[config.mk]
export PLATFORM = sky130hd
export DESIGN_NAME = reg_file
export DESIGN_NICKNAME = d
export VERILOG_FILES = /design/src/verilog/reg_file.sv
export SDC_FILE = /design/constraint.sdc
export NUM_CORES = 2
export LEC_CHECK = 0
export ABC_CLOCK_PERIOD_IN_PS = 7900
export BUFFER_PORTS_ARGS = -buffer_cell sky130_fd_sc_hd__buf_2
export CAP_MARGIN = 25
export CORE_MARGIN = 4
export CORE_UTILIZATION = 55
export DETAILED_ROUTE_END_ITERATION = 12
export GPL_TIMING_DRIVEN = 0
export PLACE_DENSITY = 0.7
export SYNTH_ARGS = -nofsm -noshare
export SYNTH_HDL_FRONTEND = slang
export SYNTH_SLANG_ARGS = --single-unit
[constraint.sdc]
create_clock -name clk -period 7.9 [get_ports clk]
set_input_delay 1.58 -clock clk [delete_from_list [all_inputs] [get_ports clk]]
set_output_delay 1.58 -clock clk [all_outputs]
set_load 0.05 [all_outputs]
[src/verilog/reg_file.sv]
`timescale 1ns/1ps
`default_nettype none

module reg_file (
	input  wire        clk,
	input  wire        reset,
	input  wire        we,
	input  wire [4:0]  waddr,
	input  wire [31:0] wdata,
	input  wire [4:0]  raddr_a,
	input  wire [4:0]  raddr_b,
	output logic [31:0] rdata_a,
	output logic [31:0] rdata_b
);

	logic [31:0] regs [32];

	always_ff @(posedge clk) begin
		if (reset) begin
			for (int i = 0; i < 32; i++) begin
				regs[i] <= 32'd0;
			end
		end else if (we && waddr != 5'd0) begin
			regs[waddr] <= wdata;
		end
	end

	// r0 is hardwired
	assign rdata_a = (raddr_a == 5'd0) ? 32'd0 : regs[raddr_a];
	assign rdata_b = (raddr_b == 5'd0) ? 32'd0 : regs[raddr_b];

endmodule

`default_nettype wire

# ---- After elaboration in Yosys (flattened, before gate mapping)
# Memory sizes are Yosys's and may differ from the RTL's.
# Cells that the tools add are included.
dict set report word_totals {
  ramBits 1024
  n_memories 1
  out_inout_bits 64
  regBits 0
  wordCells 16
}
# memory depth word_bits read_ports rd_clocked_by_memory_dff wr line_no
set mem_list {}
lappend mem_list {regs 32 32 2 0 32 16} ;# logic [31:0] regs [32];
dict set report classes {
  reduce_logical 5
  mux 10
}
# op n
set ops {}
lappend ops {{$mux W32} 3}
lappend ops {{$reduce_or A32 Y1} 1}
lappend ops {{$logic_not A5 Y1} 2}
lappend ops {{$mux W1} 6}
lappend ops {{$mux W5} 1}
lappend ops {{$reduce_bool A5 Y1} 1}
lappend ops {{$logic_and A1 B1 Y1} 1}

# ---- Logic depth before layout (Yosys ltp)
dict set report logic_depth {
  depth_word 7
  mapped_depth 9
  mapped_depth_nobuf 4
}

# ---- Worst setup path after synthesis
# OpenSTA, ideal clock, no wires.
dict set report synth_timing {
  path_type {input port to output port}
  startpoint {input raddr_b[0]}
  endpoint {output rdata_b[30]}
  arrival_ps 4912
  stages 6
  slack_ps 1408
  n_path_buf 3
  path_cell_list {buf_2 -> buf_6 -> buf_4 -> mux4_2 -> mux2i_1 -> a2111oi_0}
}
dict set report synth_via {
  elab_chain_cells 2
}
# item line_no
set synth_lines {}
lappend synth_lines {{start: declaration} 11} ;# input wire [4:0] raddr_b,
lappend synth_lines {{$mem_v2 Z32 W32 or $logic_not A5 Y1 (tied branches)} n/a}
lappend synth_lines {{$mux W32 (*)} 30} ;# assign rdata_b = (raddr_b == 5'd0) ? 32'd0 : regs[raddr_b];
lappend synth_lines {{end: declaration} 13} ;# output logic [31:0] rdata_b
# Mark *: on every way between the ends. The rest lies on a longest branch, timed or not.

# ---- Worst setup path in the final report
dict set report layout_timing {
  startpoint {input raddr_b[2]}
  endpoint {output rdata_b[19]}
}
# Same word-level chain as after synthesis.

==> out/qor.txt <==
Util after Layout: 62.6%
Largest net degree at the start of global routing: 33
Critical Path Sink Type: output pin
Post-route setup TNS: 0 ns
Fin. max-slew vios: 0
I/O Buffers: 107
Sequential share of power: 48.1%
Post-synth EDFFs: 1024
Switching share of total power: 26.7%
Crit path required time: 6.32 ns
Worst setup SP type: input pin
Syn Area/Cell: 15.5 sq um
Synth Warn #: 0
Detailed placement HPWL: 144 mm
Clock-pin slew on the worst setup and hold paths: 0.06 ns
Power per cell area: 220 mW/mm^2
Worst VDD drop: 210 uV
Final hold vios: 0
Dominant synthesized flop cell: edfxtp_1
Cell Int Power: 0.00982 W
Maximum clock frequency: 131 MHz
Total wire length: 209 mm
Setup bufs post-CTS: 0
Vias per cell: 7.26
Initial antenna violation count: 10
GRT Resource Usage Total: 40.4%
Top flop regs: regs: 1024 flops
Final net count: 3864
Number of global-route vias before repair: 36300
Cell with the most instances after synthesis: edfxtp_1
Starting Density: 55.8%
# DRC: 0
Largest register FFs: 1024
Chip height: 322 microns
Post-CTS Hold Fix Bufs: 0
Relative slew slack: 15.9%
Number of nets with antenna violations after routing: 0
Filler cell count: 7254
Sink Count: 1024
Root Buffer: clkbuf_16
Synth top area share: 56.7%
Final setup fails: 0
Layout area overhead: 12.3%
FF+latch count, synth: 1024
Clock buffer depth: 3
Clk pwr share: 37.3%
Non-filler cells, final: 5179
Fraction of layout cells with a size suffix above 1: 24.5%
Synth area leaders: edfxtp_1, mux4_2, and2_1, mux2i_1, clkbuf_1
Routed WL per cell: 40.4 microns
Worst Setup SP: raddr_b[2]
FFs w/ async S/R, synth: 0%
RSZ-0062 raised after global routing: false
First-pass GRT wire length: 284 mm
HP Start: wdata[24]
Psw: 0.00357 W
Cell Area, Synth: 0.0543 sq mm
Biggest register: regs
Rows: 114
MaxCap Viol Count: 0
CP endpoint: rdata_b[19]
Combinational power share: 14.6%
Post-synthesis sequential area ratio: 56.7%
Cts repair resizes: 0
Status: completed
H-tree level count: 3
Worst hold path class: in2reg
GR Overflow Total: 0
Final worst path period share: 96.8%
CP arrival: 6.07 ns
Top cells by count, synth: edfxtp_1, and2_1, mux4_2
Lkg Pwr: 21.1 nW
Yosys cell types: 42
CTS tree: yes
Total CTS buffers: 109
Cells after synthesis: 3502
Drt first pass iters: 6
Final min period: 7.65 ns
Chip width: 322 microns
Cells after DPL: 4961
Worst-path fanout max: 10
Largest area contributor in the netlist: edfxtp_1
Placer Congestion: 1.01
Vias: 37600
Met3 wire length: 33.5 mm
Top Metal Used: met5
Worst Tran Pin Value: 1.26 ns
Area of the die: 0.104 sq mm
I/O pin total: 114
Met2 routed WL: 88.5 mm
Setup Crit Path Kind: in2out
Iteration-0 DRC Markers: 6998
Met1 wire length: 69.5 mm
CORE AREA: 0.0973 sq mm
## final cells by class
type	instances	area (sq um)	area share (%)
Sequential cell	1024	30700	50.5
Multi-Input combinational cell	2120	21800	35.8
Clock buffer	138	2880	4.72
Buffer	387	1810	2.98
Timing Repair Buffer	170	1600	2.63
Tap cell	1276	1600	2.62
Clock inverter	51	455	0.747
Antenna cell	11	27.5	0.0452
Inverter	2	7.51	0.0123
## how the worst min path moves through the flow
stage	end	slack [ns]	cells after the start
after global placement	regs[5][24]	1.92	2
final	regs[5][24]	1.22	2
after CTS	regs[5][24]	1.19	2
after detailed placement	regs[5][24]	1.92	2
after global routing	regs[5][24]	1.20	2
after floorplan	regs[1][31]	1.78	1
## layer usage
layer	up-vias	GRT usage, %
li1	14200	-
met1	18800	51.5
met2	3730	57.3
met3	801	15.8
met4	6	27.5
met5	-	0
## placed cells by master, fill, tap and decap left out, types with 12 or more instances in the layout
cell / synthesis / final
edfxtp_1: 1024 / 1024
and2_1: 995 / 995
mux4_2: 472 / 472
clkbuf_1: 271 / 295
buf_2: 46 / 154
mux2i_1: 150 / 150
clkbuf_16: 0 / 111
o22ai_1: 103 / 103
nor3_1: 54 / 54
a22o_1: 51 / 51
a2111oi_1: 41 / 41
buf_4: 38 / 38
nor2_1: 36 / 35
or2_2: 33 / 33
conb_1: 1 / 32
mux2_2: 30 / 30
buf_12: 0 / 29
buf_6: 21 / 26
clkinv_1: 0 / 25
a22oi_1: 16 / 16
clkinv_2: 0 / 15
nor2b_1: 14 / 14
a2111oi_0: 14 / 14
buf_8: 0 / 14
a21oi_1: 12 / 12
buf_1: 11 / 12
## stage by stage
step | instance area, sq um | setup WS (ns) | hold WS, ns | power [W]
floorplan | 54400 | 1.41 | 1.78 | 0.00762
global placement | 56500 | 0.435 | 1.92 | 0.00833
detailed placement | 57400 | 0.726 | 1.92 | 0.00840
CTS | 60700 | 0.700 | 1.19 | 0.0133
global route | 60900 | 0.536 | 1.20 | 0.0136
finish | 60900 | 0.255 | 1.22 | 0.0134
## critical path, stage by stage
cell	delay [ns]
buf_2	0.18
buf_2	0.24
buf_4	0.27
nand3b_1	0.86
clkbuf_1	0.88
o22ai_1	0.20
a2111oi_1	1.08
nor3_1	0.40
buf_2	0.34
## logic make-up after synthesis
family	count (synthesis)	synth area share, %
flip-flops	1024	56.7
multiplexers	652	23.0
other	1	0.00691
buffers and inverters	389	3.35
AND/OR/NAND/NOR	1177	13.3
AO/OA/AOI/OAI	259	3.65
## power by group through the flow
stage	clock [W]	combinational [W]	sequential, W
after floorplan	0	0.00114	0.00647
after global placement	0	0.00180	0.00653
after detailed placement	0	0.00186	0.00654
after CTS	0.00496	0.00187	0.00643
after global routing	0.00520	0.00196	0.00646
final	0.00500	0.00195	0.00644
Power figures use the tool's default switching activity.
