**src/verilog/cpu_pkg.sv**
```systemverilog
`default_nettype none

package cpu_pkg;

	// Primary opcodes
	typedef enum logic [5:0] {
		OPC_SPECIAL = 6'h00, OPC_J     = 6'h02, OPC_JAL   = 6'h03, OPC_BEQ   = 6'h04,
		OPC_BNE     = 6'h05, OPC_BLEZ  = 6'h06, OPC_BGTZ  = 6'h07, OPC_ADDIU = 6'h09,
		OPC_SLTI    = 6'h0a, OPC_SLTIU = 6'h0b, OPC_ANDI  = 6'h0c, OPC_ORI   = 6'h0d,
		OPC_XORI    = 6'h0e, OPC_LUI   = 6'h0f, OPC_LW    = 6'h23, OPC_SW    = 6'h2b
	} opcode_e;

	// Function codes under OPC_SPECIAL
	typedef enum logic [5:0] {
		FN_SLL  = 6'h00, FN_SRL  = 6'h02, FN_SRA  = 6'h03, FN_SLLV = 6'h04,
		FN_SRLV = 6'h06, FN_SRAV = 6'h07, FN_JR   = 6'h08, FN_JALR = 6'h09,
		FN_ADDU = 6'h21, FN_SUBU = 6'h23, FN_AND  = 6'h24, FN_OR   = 6'h25,
		FN_XOR  = 6'h26, FN_NOR  = 6'h27, FN_SLT  = 6'h2a, FN_SLTU = 6'h2b
	} funct_e;

	// R-type layout; imm and index overlay the low bits
	typedef struct packed {
		logic [5:0] opc;
		logic [4:0] rs;
		logic [4:0] rt;
		logic [4:0] rd;
		logic [4:0] sa;
		logic [5:0] funct;
	} instr_fields_t;

	typedef enum logic [3:0] {
		ALU_ADD, ALU_SUB, ALU_AND, ALU_OR, ALU_XOR, ALU_NOR,
		ALU_SLT, ALU_SLTU, ALU_LUI, ALU_SLL, ALU_SRL, ALU_SRA
	} alu_op_e;

	typedef enum logic [2:0] {BR_NONE, BR_BEQ, BR_BNE, BR_BLEZ, BR_BGTZ} branch_e;
	typedef enum logic [1:0] {PC_SEQ, PC_BRANCH, PC_JUMP, PC_JREG} pc_sel_e;
	typedef enum logic [1:0] {WB_ALU, WB_MEM, WB_LINK} wb_sel_e;
	typedef enum logic [1:0] {DEST_RD, DEST_RT, DEST_R31} dest_sel_e;

	typedef struct packed {
		alu_op_e   alu_op;
		logic      src_imm;
		logic      shift_var;
		logic      reg_we;
		dest_sel_e dest_sel;
		wb_sel_e   wb_sel;
		logic      mem_we;
		branch_e   branch;
		pc_sel_e   pc_sel;
	} ctrl_t;

	// One record per executed instruction
	typedef struct packed {
		logic [31:0] pc;
		logic [31:0] instr;
		logic        reg_we;
		logic [4:0]  wb_addr;
		logic [31:0] wb_data;
		logic        mem_we;
		logic [31:0] mem_addr;
	} retire_t;

endpackage

`default_nettype wire

```
**src/verilog/alu_shift.sv**
```systemverilog
`timescale 1ns/1ps
`default_nettype none

module alu_shift (
	input  wire cpu_pkg::alu_op_e op,
	input  wire [31:0]            a,
	input  wire [31:0]            b,
	input  wire [4:0]             shamt,
	output logic [31:0]           result
);

	logic [31:0] sum;
	logic [31:0] diff;
	logic        lt_signed;
	logic        lt_unsigned;

	assign sum = a + b;
	assign diff = a - b;
	assign lt_signed = $signed(a) < $signed(b);
	assign lt_unsigned = a < b;

	always_comb begin
		case (op)
			cpu_pkg::ALU_ADD:  result = sum;
			cpu_pkg::ALU_SUB:  result = diff;
			cpu_pkg::ALU_AND:  result = a & b;
			cpu_pkg::ALU_OR:   result = a | b;
			cpu_pkg::ALU_XOR:  result = a ^ b;
			cpu_pkg::ALU_NOR:  result = ~(a | b);
			cpu_pkg::ALU_SLT:  result = {31'd0, lt_signed};
			cpu_pkg::ALU_SLTU: result = {31'd0, lt_unsigned};
			// Immediate into the upper half
			cpu_pkg::ALU_LUI:  result = {b[15:0], 16'd0};
			// Shifter works on b, as in the rt operand
			cpu_pkg::ALU_SLL:  result = b << shamt;
			cpu_pkg::ALU_SRL:  result = b >> shamt;
			cpu_pkg::ALU_SRA:  result = $unsigned($signed(b) >>> shamt);
			default:           result = 32'd0;
		endcase
	end

endmodule

`default_nettype wire

```
**config.mk**
```make
export PLATFORM = sky130hd
export DESIGN_NAME = alu_shift
export DESIGN_NICKNAME = d
export VERILOG_FILES = /design/src/verilog/cpu_pkg.sv /design/src/verilog/alu_shift.sv
export SDC_FILE = /design/constraint.sdc
export NUM_CORES = 1
export LEC_CHECK = 0
export ABC_AREA = 1
export BUFFER_PORTS_ARGS = -buffer_cell sky130_fd_sc_hd__buf_2
export CAP_MARGIN = 10
export CORE_MARGIN = 2
export CORE_UTILIZATION = 29
export DETAILED_ROUTE_END_ITERATION = 10
export SYNTH_ARGS = -nofsm -noshare
export SYNTH_HDL_FRONTEND = slang
export SYNTH_SLANG_ARGS = --single-unit
```
**constraint.sdc**
```tcl
create_clock -name vclk -period 4.7
set_input_delay 0.235 -clock vclk [all_inputs]
set_output_delay 0.235 -clock vclk [all_outputs]
set_load 0.005 [all_outputs]
```
Word level (Yosys, flattened, before mapping)

Index checks and enable logic that the tools add are counted.

Flip-flop bits (word level): 0
Output and inout bits: 32
Word-level logic and storage cells: 24

Add/subtract/negate cells: 2
Order comparisons: 2
Eq/ne operators: 11
Shift operators: 3
Muxes and demuxes: 1
Bitwise logic cells: 4
Reduce and logical (&&, ||, !) cells: 1

Operators with widths:

| cell                                           | count |
|---|---|
| case mux 32 bit (12 select lines)              | 1 |
| < comparator 32 bit                            | 2 |
| adder 32 bit                                   | 1 |
| AND 32 bit                                     | 1 |
| NOT 32 bit                                     | 1 |
| OR 32 bit                                      | 1 |
| << shifter 32 x 5 -> 32 bit                    | 1 |
| >> shifter 32 x 5 -> 32 bit                    | 1 |
| >>> shifter 32 x 5 -> 32 bit                   | 1 |
| subtractor 32 bit                              | 1 |
| XOR 32 bit                                     | 1 |
| == test 4 x 3 -> 1 bit (second input constant) | 4 |
| == test 4 bit (second input constant)          | 4 |
| == test 4 x 2 -> 1 bit (second input constant) | 2 |
| == test 4 x 1 -> 1 bit (second input constant) | 1 |
| zero test 4 bit                                | 1 |

Depth between registers and ports, before layout

Depth in word-level cells: 3
Mapped depth: 17

Least setup slack after synthesis

No wires, ideal clock.

Path kind: input-to-output
Start point: in a[0]
End point: out result[0]
Arrival: 1.741 ns
Required time: 4.465 ns
Path slack: 2.724 ns
Stages: 15
Path buffers: 0
Cells stage by stage: inv_1 ha_1 fa_1 nor2_1 nand2_1 nand2_1 nand3_1 nand2_1 nand2_1 nand2_1 nand2_1 nand2_1 nor2_1 nor2_1 nand2_1

Longest elaborated chain between the ends: 3

RTL lines:

| item                                                                      | line            | RTL |
|---|---|---|
| start, declared                                                           | alu_shift.sv:6  | `input wire [31:0] a,` |
| parallel branches: the longest is 2 deep, another holds subtractor 32 bit | --              |  |
| case mux 32 bit (12 select lines) *                                       | alu_shift.sv:23 | `case (op)` |
| end, declared                                                             | alu_shift.sv:9  | `output logic [31:0] result` |

Every way passes the cells marked *.

Worst setup path in the final report

Start point: in op[1]
End point: out result[10]

Longest elaborated chain between the ends: 2

RTL lines:

| item                                        | line            | RTL |
|---|---|---|
| start, declared                             | alu_shift.sv:5  | `input wire cpu_pkg::alu_op_e op,` |
| == test 4 bit, or another cell as far along | alu_shift.sv:23 |  |
| case mux 32 bit (12 select lines) *         | alu_shift.sv:23 |  |

Every way passes the cells marked *; elsewhere a longest branch is shown, timed or not.

==> metrics list <==
- Data on the critical path is required at its endpoint by roughly 4.5 ns.
- Final Critical Period: ~3.2 ns
- Result of the run: finished with violations
- Net count after synthesis: 2,360
* Total routing resource utilization after global routing: 29.3%
- The top cell types in the final layout, fill and taps aside, are sky130_fd_sc_hd__nand2_1, sky130_fd_sc_hd__nand3_1, sky130_fd_sc_hd__inv_1.
* Area of the die: 0.0378 mm^2
- Final count of hold timing violations: 0
* Drt pass-1 iters: 9
- Final setup slack of the worst path: ~1.5 ns
- Wire length reported by the detailed router: 58,000 um
- The number of setup buffers added after CTS is 0.
- The first global-routing pass estimated 84,300 um of wire.
- Number of rows in the core area: 69
* Syn Inst Count: 2,187
- Number of routed nets with antenna violations: 0
* Post-DR wirelength/cell: about 22 um
* Average size of a mapped cell: 4.81 um^2
- Total grt overflow: 0
- CP arrival: 2.92 ns
- Yosys mapped the design onto 44 distinct sky130hd cell types.
* DP Wirelength: around 48,000 um
- Share of post-route cells with drive strength above 1: 6.88%
* Initial Util: slightly below 30%
- Max-slew headroom: 20.4%
- Worst min-delay path category: input pin to primary output
- Sequential cell area fraction in the yosys report: 0%
- Switching pwr: roughly 0.94 mW
- Via count of the first global-routing pass: 14,000
- Area of the multi-input gates: 0.00886 mm^2
- Leakage dissipation: 6.39 nW
- Setup total negative slack on the finished layout was measured at 0 ns.
- Of the available clock period, the critical path in the final layout requires 67.1%.
* Avg Vias per Cell: 5.67
- Per report_power, the clock group accounts for 0% of the total.
- Yosys printed 0 warnings.
* Highest Clock Rate: roughly 0.32 GHz
* Die width: a little under 200 um
* Largest net degree at the start of global routing: 74
* Critical-path maximum fanout: 14
- The checks that failed: design-rule violations.
- Initial antenna violation count: 0
- The worst-case IR drop observed on VDD is 0.0889 mV.
- Across the run, the number of max-cap violations was 0.
* Core Region: 0.0357 mm^2
- Diode count: 0
* Crit start category: input pin
- Count of filler cells inserted in the layout: 4,227
- Number of top-level pins: 105
- Fraction of power consumed by combinational cells: 100.0%
- Final-report max-slew violation count: 0
- Design Power: 1.30 mW
* Cell area after synthesis: 0.0105 mm^2
- RSZ-0062 raised after global routing: no
- Number of vias in the routed layout: 15,100
- Sequential cell area: 0 um^2
- Share of power burned in registers: 0%
- For this run, design rule violations remaining after detail routing come to 1.
- Minimum setup slack after placement: 1.68 ns
- Setup violations remaining at the end of the flow were counted as 0.
* Slew at the pin closest to its max-slew limit: 1.19 ns
* Internal Pwr Total: 0.364 mW
* Sw frac: 72.0%
* Final sequential cell count: 0
* Final-stage net count: 2,383
- Commonest non-fill, non-tap cell in the layout: sky130_fd_sc_hd__nand2_1
- Die height: approximately 190 um
- Total power divided by cell area: 116 mW/mm^2
- Number of stages on the worst hold path: 6
- Post_cts resized: 0
- Drt first-iter violations: 2,061
- The layout has 0 clock buffers.
- Number of buffers inserted by hold repair at cts: 0
* Final GP Congestion: 1.03
- The worst setup path is of the input pin to primary output kind.
- From synthesis to final layout, the design area changed by 6.54%.
* Buffers on Ports: 105
- Critical Path Sink Type: primary output
-- worst paths after layout --
kind / from / endpoint / slack (ns)
min: op[2] / result[0] / 1.03
max: op[1] / result[10] / 1.54
-- layout make-up --
| cell class | count | share of cell area (%) |
|---|---|---|
| multi-input combinational | 1782 | 79.1 |
| inverter | 312 | 10.5 |
| timing repair buffer | 114 | 5.29 |
| tap | 461 | 5.15 |
-- power groups by stage --
stage / clock network, mW / logic, mW / registers [mW]
finish: 0 / 1.30 / 0
global route: 0 / 1.42 / 0
CTS: 0 / 1.26 / 0
detailed placement: 0 / 1.25 / 0
global placement: 0 / 1.25 / 0
floorplan: 0 / 0.814 / 0
-- Yosys cell counts, types with 3 or more instances --
library cell               number  share of area, %
sky130_fd_sc_hd__nor2_1       166               5.9
sky130_fd_sc_hd__o22ai_1       13              0.77
sky130_fd_sc_hd__inv_1        303                11
sky130_fd_sc_hd__buf_1         14              0.50
sky130_fd_sc_hd__o211ai_1      29               2.1
sky130_fd_sc_hd__nor2_2         9              0.54
sky130_fd_sc_hd__nand3_1      411                20
sky130_fd_sc_hd__nand3b_1       8              0.57
sky130_fd_sc_hd__ha_1          98                12
sky130_fd_sc_hd__nor2_4         6              0.64
sky130_fd_sc_hd__nor3_1        26               1.2
sky130_fd_sc_hd__nand4_1       27               1.6
sky130_fd_sc_hd__buf_2         48               2.3
sky130_fd_sc_hd__buf_6          5              0.54
sky130_fd_sc_hd__nand2_2        7              0.42
sky130_fd_sc_hd__o21bai_1      13              0.93
sky130_fd_sc_hd__clkbuf_1      14              0.50
sky130_fd_sc_hd__nand2_1      772                28
sky130_fd_sc_hd__o21ai_1        9              0.43
sky130_fd_sc_hd__a221oi_1       4              0.33
sky130_fd_sc_hd__and3_1         3              0.18
sky130_fd_sc_hd__buf_4         10              0.71
sky130_fd_sc_hd__and2_1         8              0.48
sky130_fd_sc_hd__o21ai_0       71               3.4
sky130_fd_sc_hd__inv_2          7              0.25
sky130_fd_sc_hd__a21oi_1       79               3.8
-- metrics by stage --
| step | util, % | cells | hold WS (ns) | area, um^2 |
|---|---|---|---|---|
| global route | 31.4 | 2669 | 1.08 | 11200 |
| CTS | 31.4 | 2669 | 1.04 | 11200 |
| global placement | 31.4 | 2669 | 1.05 | 11200 |
| finish | 31.4 | 2669 | 1.03 | 11200 |
| detailed placement | 31.4 | 2669 | 1.04 | 11200 |
| floorplan | - | 2187 | 0.644 | 10500 |
-- metal layers --
layer	share of wire [%]	routed length [um]	global-route usage, %	vias to the layer above
li1	-	-	-	7094
met1	40	23200	38.1	6948
met2	45	26000	48.5	932
met3	9.5	5510	2.76	157
met4	5.7	3300	14.1	0
met5	0	0	0	-
-- worst max-delay path, cell delays in order --
cell	delay [ns]
sky130_fd_sc_hd__buf_2	0.12
sky130_fd_sc_hd__inv_2	0.08
sky130_fd_sc_hd__nand2_1	0.10
sky130_fd_sc_hd__inv_1	0.15
sky130_fd_sc_hd__nand2_1	0.51
sky130_fd_sc_hd__inv_1	0.69
sky130_fd_sc_hd__o21ai_0	0.17
sky130_fd_sc_hd__o21ai_0	0.42
sky130_fd_sc_hd__nor2_1	0.15
sky130_fd_sc_hd__nand2_1	0.14
sky130_fd_sc_hd__buf_2	0.13
-- cells by family after synthesis --
family / count (synthesis) / synth area share (%)
AOI/OAI and AO/OA: 227 / 12.3
xor gates and xnor gates: 2 / 0.167
adders and majority gates: 100 / 12.0
buffers and inverters: 405 / 15.8
muxes: 1 / 0.214
and+or+nand+nor: 1452 / 59.4
(Power assumes the default switching activity.)
