**src/verilog/cpu_pkg.sv**
```systemverilog
`default_nettype none

package cpu_pkg;

	// Primary opcodes
	typedef enum logic [5:0] {
		OPC_SPECIAL = 6'h00, OPC_J     = 6'h02, OPC_JAL   = 6'h03, OPC_BEQ   = 6'h04,
		OPC_BNE     = 6'h05, OPC_BLEZ  = 6'h06, OPC_BGTZ  = 6'h07, OPC_ADDIU = 6'h09,
		OPC_SLTI    = 6'h0a, OPC_SLTIU = 6'h0b, OPC_ANDI  = 6'h0c, OPC_ORI   = 6'h0d,
		OPC_XORI    = 6'h0e, OPC_LUI   = 6'h0f, OPC_LW    = 6'h23, OPC_SW    = 6'h2b
	} opcode_e;

	// Function codes under OPC_SPECIAL
	typedef enum logic [5:0] {
		FN_SLL  = 6'h00, FN_SRL  = 6'h02, FN_SRA  = 6'h03, FN_SLLV = 6'h04,
		FN_SRLV = 6'h06, FN_SRAV = 6'h07, FN_JR   = 6'h08, FN_JALR = 6'h09,
		FN_ADDU = 6'h21, FN_SUBU = 6'h23, FN_AND  = 6'h24, FN_OR   = 6'h25,
		FN_XOR  = 6'h26, FN_NOR  = 6'h27, FN_SLT  = 6'h2a, FN_SLTU = 6'h2b
	} funct_e;

	// R-type layout; imm and index overlay the low bits
	typedef struct packed {
		logic [5:0] opc;
		logic [4:0] rs;
		logic [4:0] rt;
		logic [4:0] rd;
		logic [4:0] sa;
		logic [5:0] funct;
	} instr_fields_t;

	typedef enum logic [3:0] {
		ALU_ADD, ALU_SUB, ALU_AND, ALU_OR, ALU_XOR, ALU_NOR,
		ALU_SLT, ALU_SLTU, ALU_LUI, ALU_SLL, ALU_SRL, ALU_SRA
	} alu_op_e;

	typedef enum logic [2:0] {BR_NONE, BR_BEQ, BR_BNE, BR_BLEZ, BR_BGTZ} branch_e;
	typedef enum logic [1:0] {PC_SEQ, PC_BRANCH, PC_JUMP, PC_JREG} pc_sel_e;
	typedef enum logic [1:0] {WB_ALU, WB_MEM, WB_LINK} wb_sel_e;
	typedef enum logic [1:0] {DEST_RD, DEST_RT, DEST_R31} dest_sel_e;

	typedef struct packed {
		alu_op_e   alu_op;
		logic      src_imm;
		logic      shift_var;
		logic      reg_we;
		dest_sel_e dest_sel;
		wb_sel_e   wb_sel;
		logic      mem_we;
		branch_e   branch;
		pc_sel_e   pc_sel;
	} ctrl_t;

	// One record per executed instruction
	typedef struct packed {
		logic [31:0] pc;
		logic [31:0] instr;
		logic        reg_we;
		logic [4:0]  wb_addr;
		logic [31:0] wb_data;
		logic        mem_we;
		logic [31:0] mem_addr;
	} retire_t;

endpackage

`default_nettype wire

```
**src/verilog/next_pc_unit.sv**
```systemverilog
`timescale 1ns/1ps
`default_nettype none

module next_pc_unit #(
	parameter logic [31:0] RESET_PC = 32'h0000_0000
) (
	input  wire                 clk,
	input  wire                 reset,
	input  wire cpu_pkg::ctrl_t ctrl,
	input  wire [31:0]          rs_val,
	input  wire [31:0]          rt_val,
	input  wire [15:0]          imm,
	input  wire [25:0]          index,
	output logic [31:0]         pc,
	output logic [31:0]         link
);

	logic [31:0] br_target;
	logic [31:0] jump_target;
	logic [31:0] next_pc;
	logic        taken;

	assign link = pc + 32'd4;
	// Branch offset is taken from pc itself, not pc+4
	assign br_target = pc + {{14{imm[15]}}, imm, 2'b00};
	assign jump_target = {link[31:28], index, 2'b00};

	always_comb begin
		case (ctrl.branch)
			cpu_pkg::BR_BEQ:  taken = (rs_val == rt_val);
			cpu_pkg::BR_BNE:  taken = (rs_val != rt_val);
			cpu_pkg::BR_BLEZ: taken = ($signed(rs_val) <= 32'sd0);
			cpu_pkg::BR_BGTZ: taken = ($signed(rs_val) > 32'sd0);
			default:          taken = 1'b0;
		endcase
	end

	always_comb begin
		case (ctrl.pc_sel)
			cpu_pkg::PC_BRANCH: next_pc = taken ? br_target : link;
			cpu_pkg::PC_JUMP:   next_pc = jump_target;
			cpu_pkg::PC_JREG:   next_pc = rs_val;
			default:            next_pc = link;
		endcase
	end

	always_ff @(posedge clk) begin
		if (reset) begin
			pc <= RESET_PC;
		end else begin
			pc <= next_pc;
		end
	end

endmodule

`default_nettype wire

```
**config.mk**
```make
export PLATFORM = sky130hd
export DESIGN_NAME = next_pc_unit
export DESIGN_NICKNAME = d
export VERILOG_FILES = /design/src/verilog/cpu_pkg.sv /design/src/verilog/next_pc_unit.sv
export SDC_FILE = /design/constraint.sdc
export NUM_CORES = 1
export LEC_CHECK = 0
export BUFFER_PORTS_ARGS = -buffer_cell sky130_fd_sc_hd__buf_2
export CAP_MARGIN = 20
export CORE_ASPECT_RATIO = 0.9
export CORE_UTILIZATION = 49
export CTS_BUF_LIST = sky130_fd_sc_hd__clkbuf_2
export DETAILED_ROUTE_END_ITERATION = 7
export GPL_TIMING_DRIVEN = 0
export PLACE_DENSITY = 0.9
export SLEW_MARGIN = 20
export SYNTH_ARGS = -nofsm -noshare
export SYNTH_HDL_FRONTEND = slang
export SYNTH_SLANG_ARGS = --single-unit
```
**constraint.sdc**
```tcl
create_clock -name clk -period 3.6 [get_ports clk]
set_input_delay 0.72 -clock clk [delete_from_list [all_inputs] [get_ports clk]]
set_output_delay 0.72 -clock clk [all_outputs]
set_load 0.01 [all_outputs]
```
Yosys cells after proc, flatten, opt, wreduce, memory -nomap -nowiden. Index checks and enable logic that the tools add are counted.

Register bits: 32. Latch bits: 0. Memory bits (writable): 0. Memory bits (read-only): 0. Output and inout port bits: 64. Word-level logic and storage cells: 17. Memories kept: 0.

Add/subtract/negate cells: 2. Multipliers: 0. Divide/modulo/power cells: 0. $lt $le $gt $ge: 2. Equality and inequality tests: 9. Shifts and indexed selects: 0. Mux-type cells: 3. Bitwise gates (word level): 0. Reductions and logical operators: 0.

Operator list (count): $pmux W32 S3 (1); $add A32 B3 Y32 const B (1); $add A32 B32 Y32 (1); $eq A32 B32 Y1 (1); $gt A32 B1 Y1 const B (1); $le A32 B1 Y1 const B (1); $mux W32 (1); $ne A32 B32 Y1 (1); $eq A3 B2 Y1 const B (2); $eq A2 B2 Y1 const B (2); $pmux W1 S4 (1); $eq A3 B1 Y1 const B (1); $eq A3 B3 Y1 const B (1); $eq A2 B1 Y1 const B (1).

Depth between registers and ports, before layout. Gate-level depths: netlist of run 1.

Depth after elaboration: 4. Gate-level depth with buffers: 12. Mapped depth without buffers: 12.

Worst setup path after synthesis of run 1. OpenSTA, ideal clock, no wires.

Path kind: input-to-reg. Start: input port imm[0]. End: register pc[20]. Setup time: 0.120 ns. Arrival: 2.941 ns. Setup slack: 0.539 ns. Cell stages on the path: 11. Path buffers: 0. Path through: ha_1 inv_1 fa_1 nor2b_1 o31ai_2 a21oi_1 o311a_1 or4_1 a31oi_1 nor4_1 o31a_1.

Longest elaborated chain between the ends: 3.

RTL lines: start: declaration (line next_pc_unit.sv:12) `input wire [15:0] imm,`; $add A32 B32 Y32 (line next_pc_unit.sv:25) `assign br_target = pc + {{14{imm[15]}}, imm, 2'b00};`; $mux W32 (line next_pc_unit.sv:40) `cpu_pkg::PC_BRANCH: next_pc = taken ? br_target : link;`; $pmux W32 S3 (line next_pc_unit.sv:39) `case (ctrl.pc_sel)`; end signal: assignment (line next_pc_unit.sv:51) `pc <= next_pc;`; end: declaration (line next_pc_unit.sv:14) `output logic [31:0] pc,`.

No other way between the ends. A chain may end at the register's enable or synchronous reset.

Worst setup path after layout of run 1.
Start: register pc[2]. End: register pc[24].

Longest elaborated chain between the ends: 3. Elaborated cells between the ends (all ways): 4. Those cells by class: 2 x add/sub; 2 x mux.

RTL lines (line): $add A32 B3 Y32 or $add A32 B32 Y32 (tied branches) (next_pc_unit.sv:23, next_pc_unit.sv:25); $mux W32 (next_pc_unit.sv:40); $pmux W32 S3 (*) (next_pc_unit.sv:39).

Mark *: on every way between the ends. The rest lies on a longest branch, timed or not.

==> results of run 1 <==
routing by layer:
| metal | vias to the layer above | share of wire | GRT usage | routed length [um] |
|---|---|---|---|---|
| met5 | - | 0 | 0 | 0 |
| met4 | 0 | 0.032 | 0.117 | 551 |
| met3 | 54 | 0.13 | 0.0500 | 2240 |
| met2 | 400 | 0.44 | 0.590 | 7730 |
| met1 | 2496 | 0.40 | 0.522 | 6920 |
| li1 | 2502 | - | - | - |
kinds of logic (layout without fill, tap and decap cells):
family / count (synthesis) / count (layout) / synth area share
simple gates: 197 / 197 / 0.229
compound gates: 172 / 172 / 0.270
xor+xnor: 82 / 82 / 0.168
buf+inv: 47 / 229 / 0.0438
flops: 32 / 32 / 0.149
fa+ha+maj: 31 / 31 / 0.0917
mux: 20 / 20 / 0.0496
power by group through the flow:
stage	logic, uW	clock network (uW)	registers (uW)
final	821	186	445
after global routing	885	195	449
after CTS	802	181	442
after detailed placement	797	0	449
after global placement	782	0	448
after floorplan	491	0	448
synthesized netlist by cell type (all sizes together), types with 15 or more instances:
cell type / number
nor2: 73
xor2: 52
a21oi: 40
nand2: 34
dfxtp: 32
o21ai: 31
ha: 30
xnor2: 30
inv: 21
a21o: 19
clkbuf: 19
nor4: 19
mux2i: 18
nand3: 18
nand4: 15
final timing paths:
check | startpoint | endpoint | slack (ns) | depth (start not counted)
setup / recovery | pc[2]$_SDFF_PP0_ | pc[24]$_SDFF_PP0_ | 0.09 | 12
hold / removal | pc[1]$_SDFFE_PP0P_ | pc[1]$_SDFFE_PP0P_ | 0.58 | 2
setup reg to reg | pc[2]$_SDFF_PP0_ | pc[24]$_SDFF_PP0_ | 0.09 | 12
hold reg to reg | pc[1]$_SDFFE_PP0P_ | pc[1]$_SDFFE_PP0P_ | 0.58 | 2
cell usage in the layout, fill, tap and decap left out, types with 14 or more instances in the layout:
cell and instances:
buf_2 178, mux2i_1 18, nor4_1 19, clkbuf_1 18, inv_1 21, nand2_1 34, nand4_1 14, a21o_1 19
o21ai_0 30, a21oi_1 40, xnor2_1 30, nand3_1 18, dfxtp_1 31, nor2_1 69, xor2_1 51, ha_1 30
timing repair:
| item | in CTS | in global routing |
|---|---|---|
| endpoints found under the setup margin | 0 | 3 |
| gates resized for setup | 0 | 2 |
| hold buffers | 0 | 0 |
per-stage QoR:
| step | power (uW) | utilization | instances | hold slack, ns |
|---|---|---|---|---|
| floorplan | 940 | - | 581 | 0.572 |
| global placement | 1230 | 0.623 | 875 | 0.520 |
| detailed placement | 1250 | 0.623 | 875 | 0.543 |
| CTS | 1430 | 0.627 | 882 | 0.582 |
| global route | 1530 | 0.627 | 882 | 0.597 |
| finish | 1450 | 0.627 | 882 | 0.583 |
area by class of cell:
type | count | area share
inverters | 22 | 0.0154
flip-flops and latches | 32 | 0.119
repair buffers | 175 | 0.163
clock inverters | 1 | 0.000931
plain buffers | 25 | 0.0198
well taps | 119 | 0.0277
clock buffers | 6 | 0.00559
multi-input cells | 502 | 0.648
critical path: stages (launching register included):
cell	delay [ns]
dfxtp_1	0.41
ha_1	0.24
inv_1	0.08
fa_1	0.21
nor2b_1	0.08
o31ai_2	0.38
a21oi_1	0.19
o311a_1	0.39
or4_1	0.48
a31oi_1	0.44
o21ai_0	0.17
xnor2_1	0.26
a21oi_1	0.10
==> impl_metrics.csv, run 1 <==
group,metric,value,unit
die,die-area,0.00918,mm^2
logic_synthesis,synth.distinct_cells,68,
pwr,seq_power_share,0.307,
logic_synthesis,synth_seq_cells,32,
cts,postCtsSetupRepairBufs,0,
logic_synthesis,netlist.area_leader.share,0.149,
timing,finalSetupViolCount,0,
layout,antenna_cells,0,
routing,drt.antenna.violating_nets,0,
layout,multi_input_area,0.00349,mm^2
routing,via_per_inst,6.18,
global_routing,overflow,0,
logic_synthesis,yosys_warnings,0,
pwr,clkPwrFrac,0.128,
place,pre_cts_ws,-0.199,ns
global_routing,grt_antenna_before_repair,0,
die,core_area,0.00857,mm^2
pwr,vdd_drop_max,106,uV
critical_path,critPathKind,"flip-flop to flip-flop",
die,dieHeight,91.0,um
layout,top_regs,"pc (32)",
logic_synthesis,synthCells,581,
logic_synthesis,synth_edf_count,0,
status,status,"finished, final reports clean",
logic_synthesis,synthesis.area,0.00431,mm^2
die,start_util,0.503,
routing,wirelength,17400,um
place,dp_hpwl,14200,um
logic_synthesis,ys.flop_type,"dfxtp_1",
logic_synthesis,synth.avg_cell_area,7.42,um^2
layout,top_register,"pc",
pwr,powerDensity,270,mW/mm^2
pwr,switchingPower,679,uW
timing,fmax,0.285,GHz
cts,cts.path.max_buffers,2,
timing,drv_slew,0,
timing,final.setup.worst_slack,0.0890,ns
cts,cts.htree.levels,2,
routing,vias,5452,
layout,seqCellArea,642,um^2
critical_path,start_kind,"flip-flop",
cts,root_buffer,"clkbuf_2",
critical_path,cp_max_fo,6,
cts,clk_pin_slew,0.20,ns
global_routing,grt_max_degree,16,
die,die_x,101,um
routing,drtIter0Drc,606,
global_routing,grtUsageTotal,0.373,
cts,cts_sinks,32,
pwr,cellLeakagePower,0.00266,uW
layout,largest_register_ffs,32,
layout,fin_nets,919,
flow_run,drv_cap,0,
layout,nFillCells,838,
logic_synthesis,synth-async-reset-ratio,0,
timing,finClkSkew,0.0265,ns
cts,cts_tree,"done",
pwr,swShare,0.468,
logic_synthesis,synth_top_area_cell,"dfxtp_1",
timing,rsz0062_at_grt,"false",
pwr,p_int,773,uW
timing,finalSetupTns,0,ns
pwr,pwr-share-comb,0.566,
worst_hold_path,hp-class,"flip-flop to flip-flop",
place,portBuffers,175,
timing,relSlewSlack,0.578,
critical_path,cp.arrival,3.82,ns
routing,detail_route.wl_per_cell,19.8,um
place,dpl_cell_area,0.00534,mm^2
timing,fin_crit_sh,0.975,
timing,min_period,3.51,ns
logic_synthesis,syn_nets,737,
routing,firstDrtPassIters,5,
timing,hold_viol,0,
logic_synthesis,synthTopCellsByArea,"dfxtp_1, xor2_1, ha_1",
global_routing,grt_pass1_vias,4901,
layout,area_growth_syn_to_layout,24.7,%
timing,tightestPinTransition,0.626,ns
die,ioPinCount,189,
layout,finish.instance_area,0.00538,mm^2
critical_path,worstSetupEndpointType,"flip-flop",
routing,drc,0,
logic_synthesis,synth_seq_area_share,0.149,
critical_path,cp.required,3.91,ns
place,gp_congestion,0.974,
die,rows,32,
global_routing,grt_pass1_wl,26200,um
layout,layout-drive-gt1-share,0.274,
cts,numCtsBuffers,5,
cts,worstSkewPairLatency,0.40,ns
No activity file was read; power rests on OpenSTA's default activity.
==> run 2, diff against run 1 <==
--- a/config.mk
+++ b/config.mk
@@ -7,12 +7,14 @@
 export LEC_CHECK = 0
 export BUFFER_PORTS_ARGS = -buffer_cell sky130_fd_sc_hd__buf_2
 export CAP_MARGIN = 20
+export CELL_PAD_IN_SITES_DETAIL_PLACEMENT = 1
+export CELL_PAD_IN_SITES_GLOBAL_PLACEMENT = 2
 export CORE_ASPECT_RATIO = 0.9
-export CORE_UTILIZATION = 49
+export CORE_UTILIZATION = 26
 export CTS_BUF_LIST = sky130_fd_sc_hd__clkbuf_2
 export DETAILED_ROUTE_END_ITERATION = 7
 export GPL_TIMING_DRIVEN = 0
-export PLACE_DENSITY = 0.9
+export PLACE_DENSITY = 0.91
 export SLEW_MARGIN = 20
 export SYNTH_ARGS = -nofsm -noshare
 export SYNTH_HDL_FRONTEND = slang
==> impl_metrics.csv, run 2 (synthesis results as in run 1) <==
group,metric,value,unit
status,status,"finished, final reports clean",
cts,cts_tree,"done",
layout,fin_nets,920,
pwr,switchingPower,689,uW
routing,firstDrtPassIters,4,
routing,detail_route.wl_per_cell,21.0,um
layout,seqCellArea,643,um^2
global_routing,grt_util_met1,0.301,
pwr,pwr-share-comb,0.564,
routing,drtIter0Drc,391,
global_routing,top_usage_layer,"met2",
timing,hold-worst-slack,0.575,ns
critical_path,r2r-start,"pc[2]$_SDFF_PP0_",
die,die-area,0.0171,mm^2
die,ioPinCount,189,
critical_path,rr_worst_depth,12,
critical_path,cp_max_fo,5,
global_routing,met3_usage,0.0419,
die,rows,44,
pwr,clkPwrFrac,0.132,
routing,wirelength,20400,um
timing,drv_slew,0,
worst_hold_path,min_path_cells,2,
cts,worstSkewPairLatency,0.41,ns
timing,fin_crit_sh,0.945,
place,gp_congestion,0.889,
cts,root_buffer,"clkbuf_2",
global_routing,grt_pass1_wl,29400,um
timing,hold_viol,0,
pwr,swShare,0.471,
pwr,cellLeakagePower,0.00268,uW
pwr,p_int,773,uW
timing,tightestPinTransition,0.745,ns
layout,finish.instance_area,0.00553,mm^2
routing,drc,0,
critical_path,cp.arrival,2.68,ns
layout,top_register,"pc",
timing,rsz0062_at_grt,"false",
layout,nFillCells,2099,
flow_run,drv_cap,0,
die,dieHeight,124,um
timing,finClkSkew,0.0193,ns
critical_path,cp.required,2.88,ns
die,start_util,0.266,
timing,final.setup.worst_slack,0.198,ns
timing,fmax,0.294,GHz
layout,layout-drive-gt1-share,0.278,
global_routing,global_route.usage.met2,0.394,
pwr,vdd_drop_max,87.2,uV
layout,finalNonFillerCells,973,
timing,min_period,3.40,ns
cts,cts.path.max_buffers,2,
global_routing,overflow,0,
die,die_x,138,um
place,pre_cts_ws,-0.144,ns
place,place_inst,963,
critical_path,start_kind,"flip-flop",
cts,cts_sinks,32,
place,portBuffers,175,
cts,clk_pin_slew,0.21,ns
cts,numCtsBuffers,5,
timing,finalSetupViolCount,0,
critical_path,worstSetupEndpointType,"output port",
worst_hold_path,hp-class,"flip-flop to flip-flop",
layout,final_common_cell,"buf_2",
cts,cts.htree.levels,2,
place,dpl_cell_area,0.00545,mm^2
pwr,seq_power_share,0.304,
global_routing,grt_max_degree,16,
timing,relSlewSlack,0.504,
place,dp_hpwl,16800,um
routing,drt.antenna.violating_nets,0,
layout,largest_register_ffs,32,
layout,area_growth_syn_to_layout,28.3,%
die,core_area,0.0162,mm^2
global_routing,grtUsageTotal,0.232,
critical_path,r2r-end,"pc[24]$_SDFF_PP0_",
layout,mostFrequentLayoutCells,"buf_2, nor2_1, xor2_1",
routing,vias,5271,
cts,ctsHoldBuffers,0,
pwr,powerDensity,264,mW/mm^2
routing,via_per_inst,5.42,
critical_path,reg2reg_slack,0.24,ns
global_routing,grt_antenna_before_repair,0,
layout,top_regs,"pc (32)",
global_routing,grt_pass1_vias,5229,
layout,multi_input_area,0.00351,mm^2
critical_path,critPathKind,"flip-flop to output port",
worst_hold_path,min_to,"pc[1]$_SDFFE_PP0P_",
worst_hold_path,min-delay-start,"pc[1]$_SDFFE_PP0P_",
## run 2: worst max-delay path: stages, from the launching register on
cell and delay, ns:
dfxtp_1 0.46, nand3_1 0.15, or3_4 0.44, or3_4 0.46
nor2_4 0.17, nand3_1 0.14, xnor2_2 0.26, buf_2 0.18
## run 2: layer usage
metal / vias up / share of wire
li1: 2517 / -
met1: 2536 / 0.45
met2: 193 / 0.46
met3: 25 / 0.072
met4: 0 / 0.017
met5: - / 0
## run 2: timing repair
action	in CTS	in global routing
setup buffers	0	1
setup endpoints to repair	3	8
pin swaps	0	1
resized for setup	2	4
cloned	0	0
## run 2: worst max-delay path by stage
stage,slack [ns],start,cells past startpoint,endpoint
after global routing,0.07,pc[17]$_SDFF_PP0_,7,link[30]
after global placement,-0.03,imm[0],13,pc[24]$_SDFF_PP0_
after floorplan,0.54,imm[0],11,pc[20]$_SDFF_PP0_
final,0.20,pc[7]$_SDFF_PP0_,7,link[26]
after CTS,0.02,pc[5]$_SDFF_PP0_,7,link[28]
after detailed placement,-0.14,imm[0],13,pc[24]$_SDFF_PP0_
## run 2: through the flow
step	setup TNS, ns	utilization	total power, uW
5_1_grt	0	0.342	1560
2_1_floorplan	0	-	940
3_5_place_dp	-0.214	0.337	1260
3_3_place_gp	-0.0343	0.337	1250
4_1_cts	0	0.340	1460
6_report	0	0.342	1460
## run 2: cell type report
type                    instances  area share
multi-input cells             502       0.634
repair buffers                176       0.162
flip-flops and latches         32       0.116
well taps                     207      0.0468
plain buffers                  25      0.0192
inverters                      22      0.0149
clock buffers                   5     0.00452
clock inverters                 3     0.00249
diodes                          1    0.000452
## run 2: power by group through the flow
| stage | Sequential [uW] | Clock (uW) | Combinational, uW |
|---|---|---|---|
| global route | 449 | 213 | 901 |
| floorplan | 448 | 0 | 491 |
| global placement | 450 | 0 | 802 |
| finish | 444 | 194 | 824 |
| CTS | 443 | 200 | 820 |
| detailed placement | 450 | 0 | 814 |
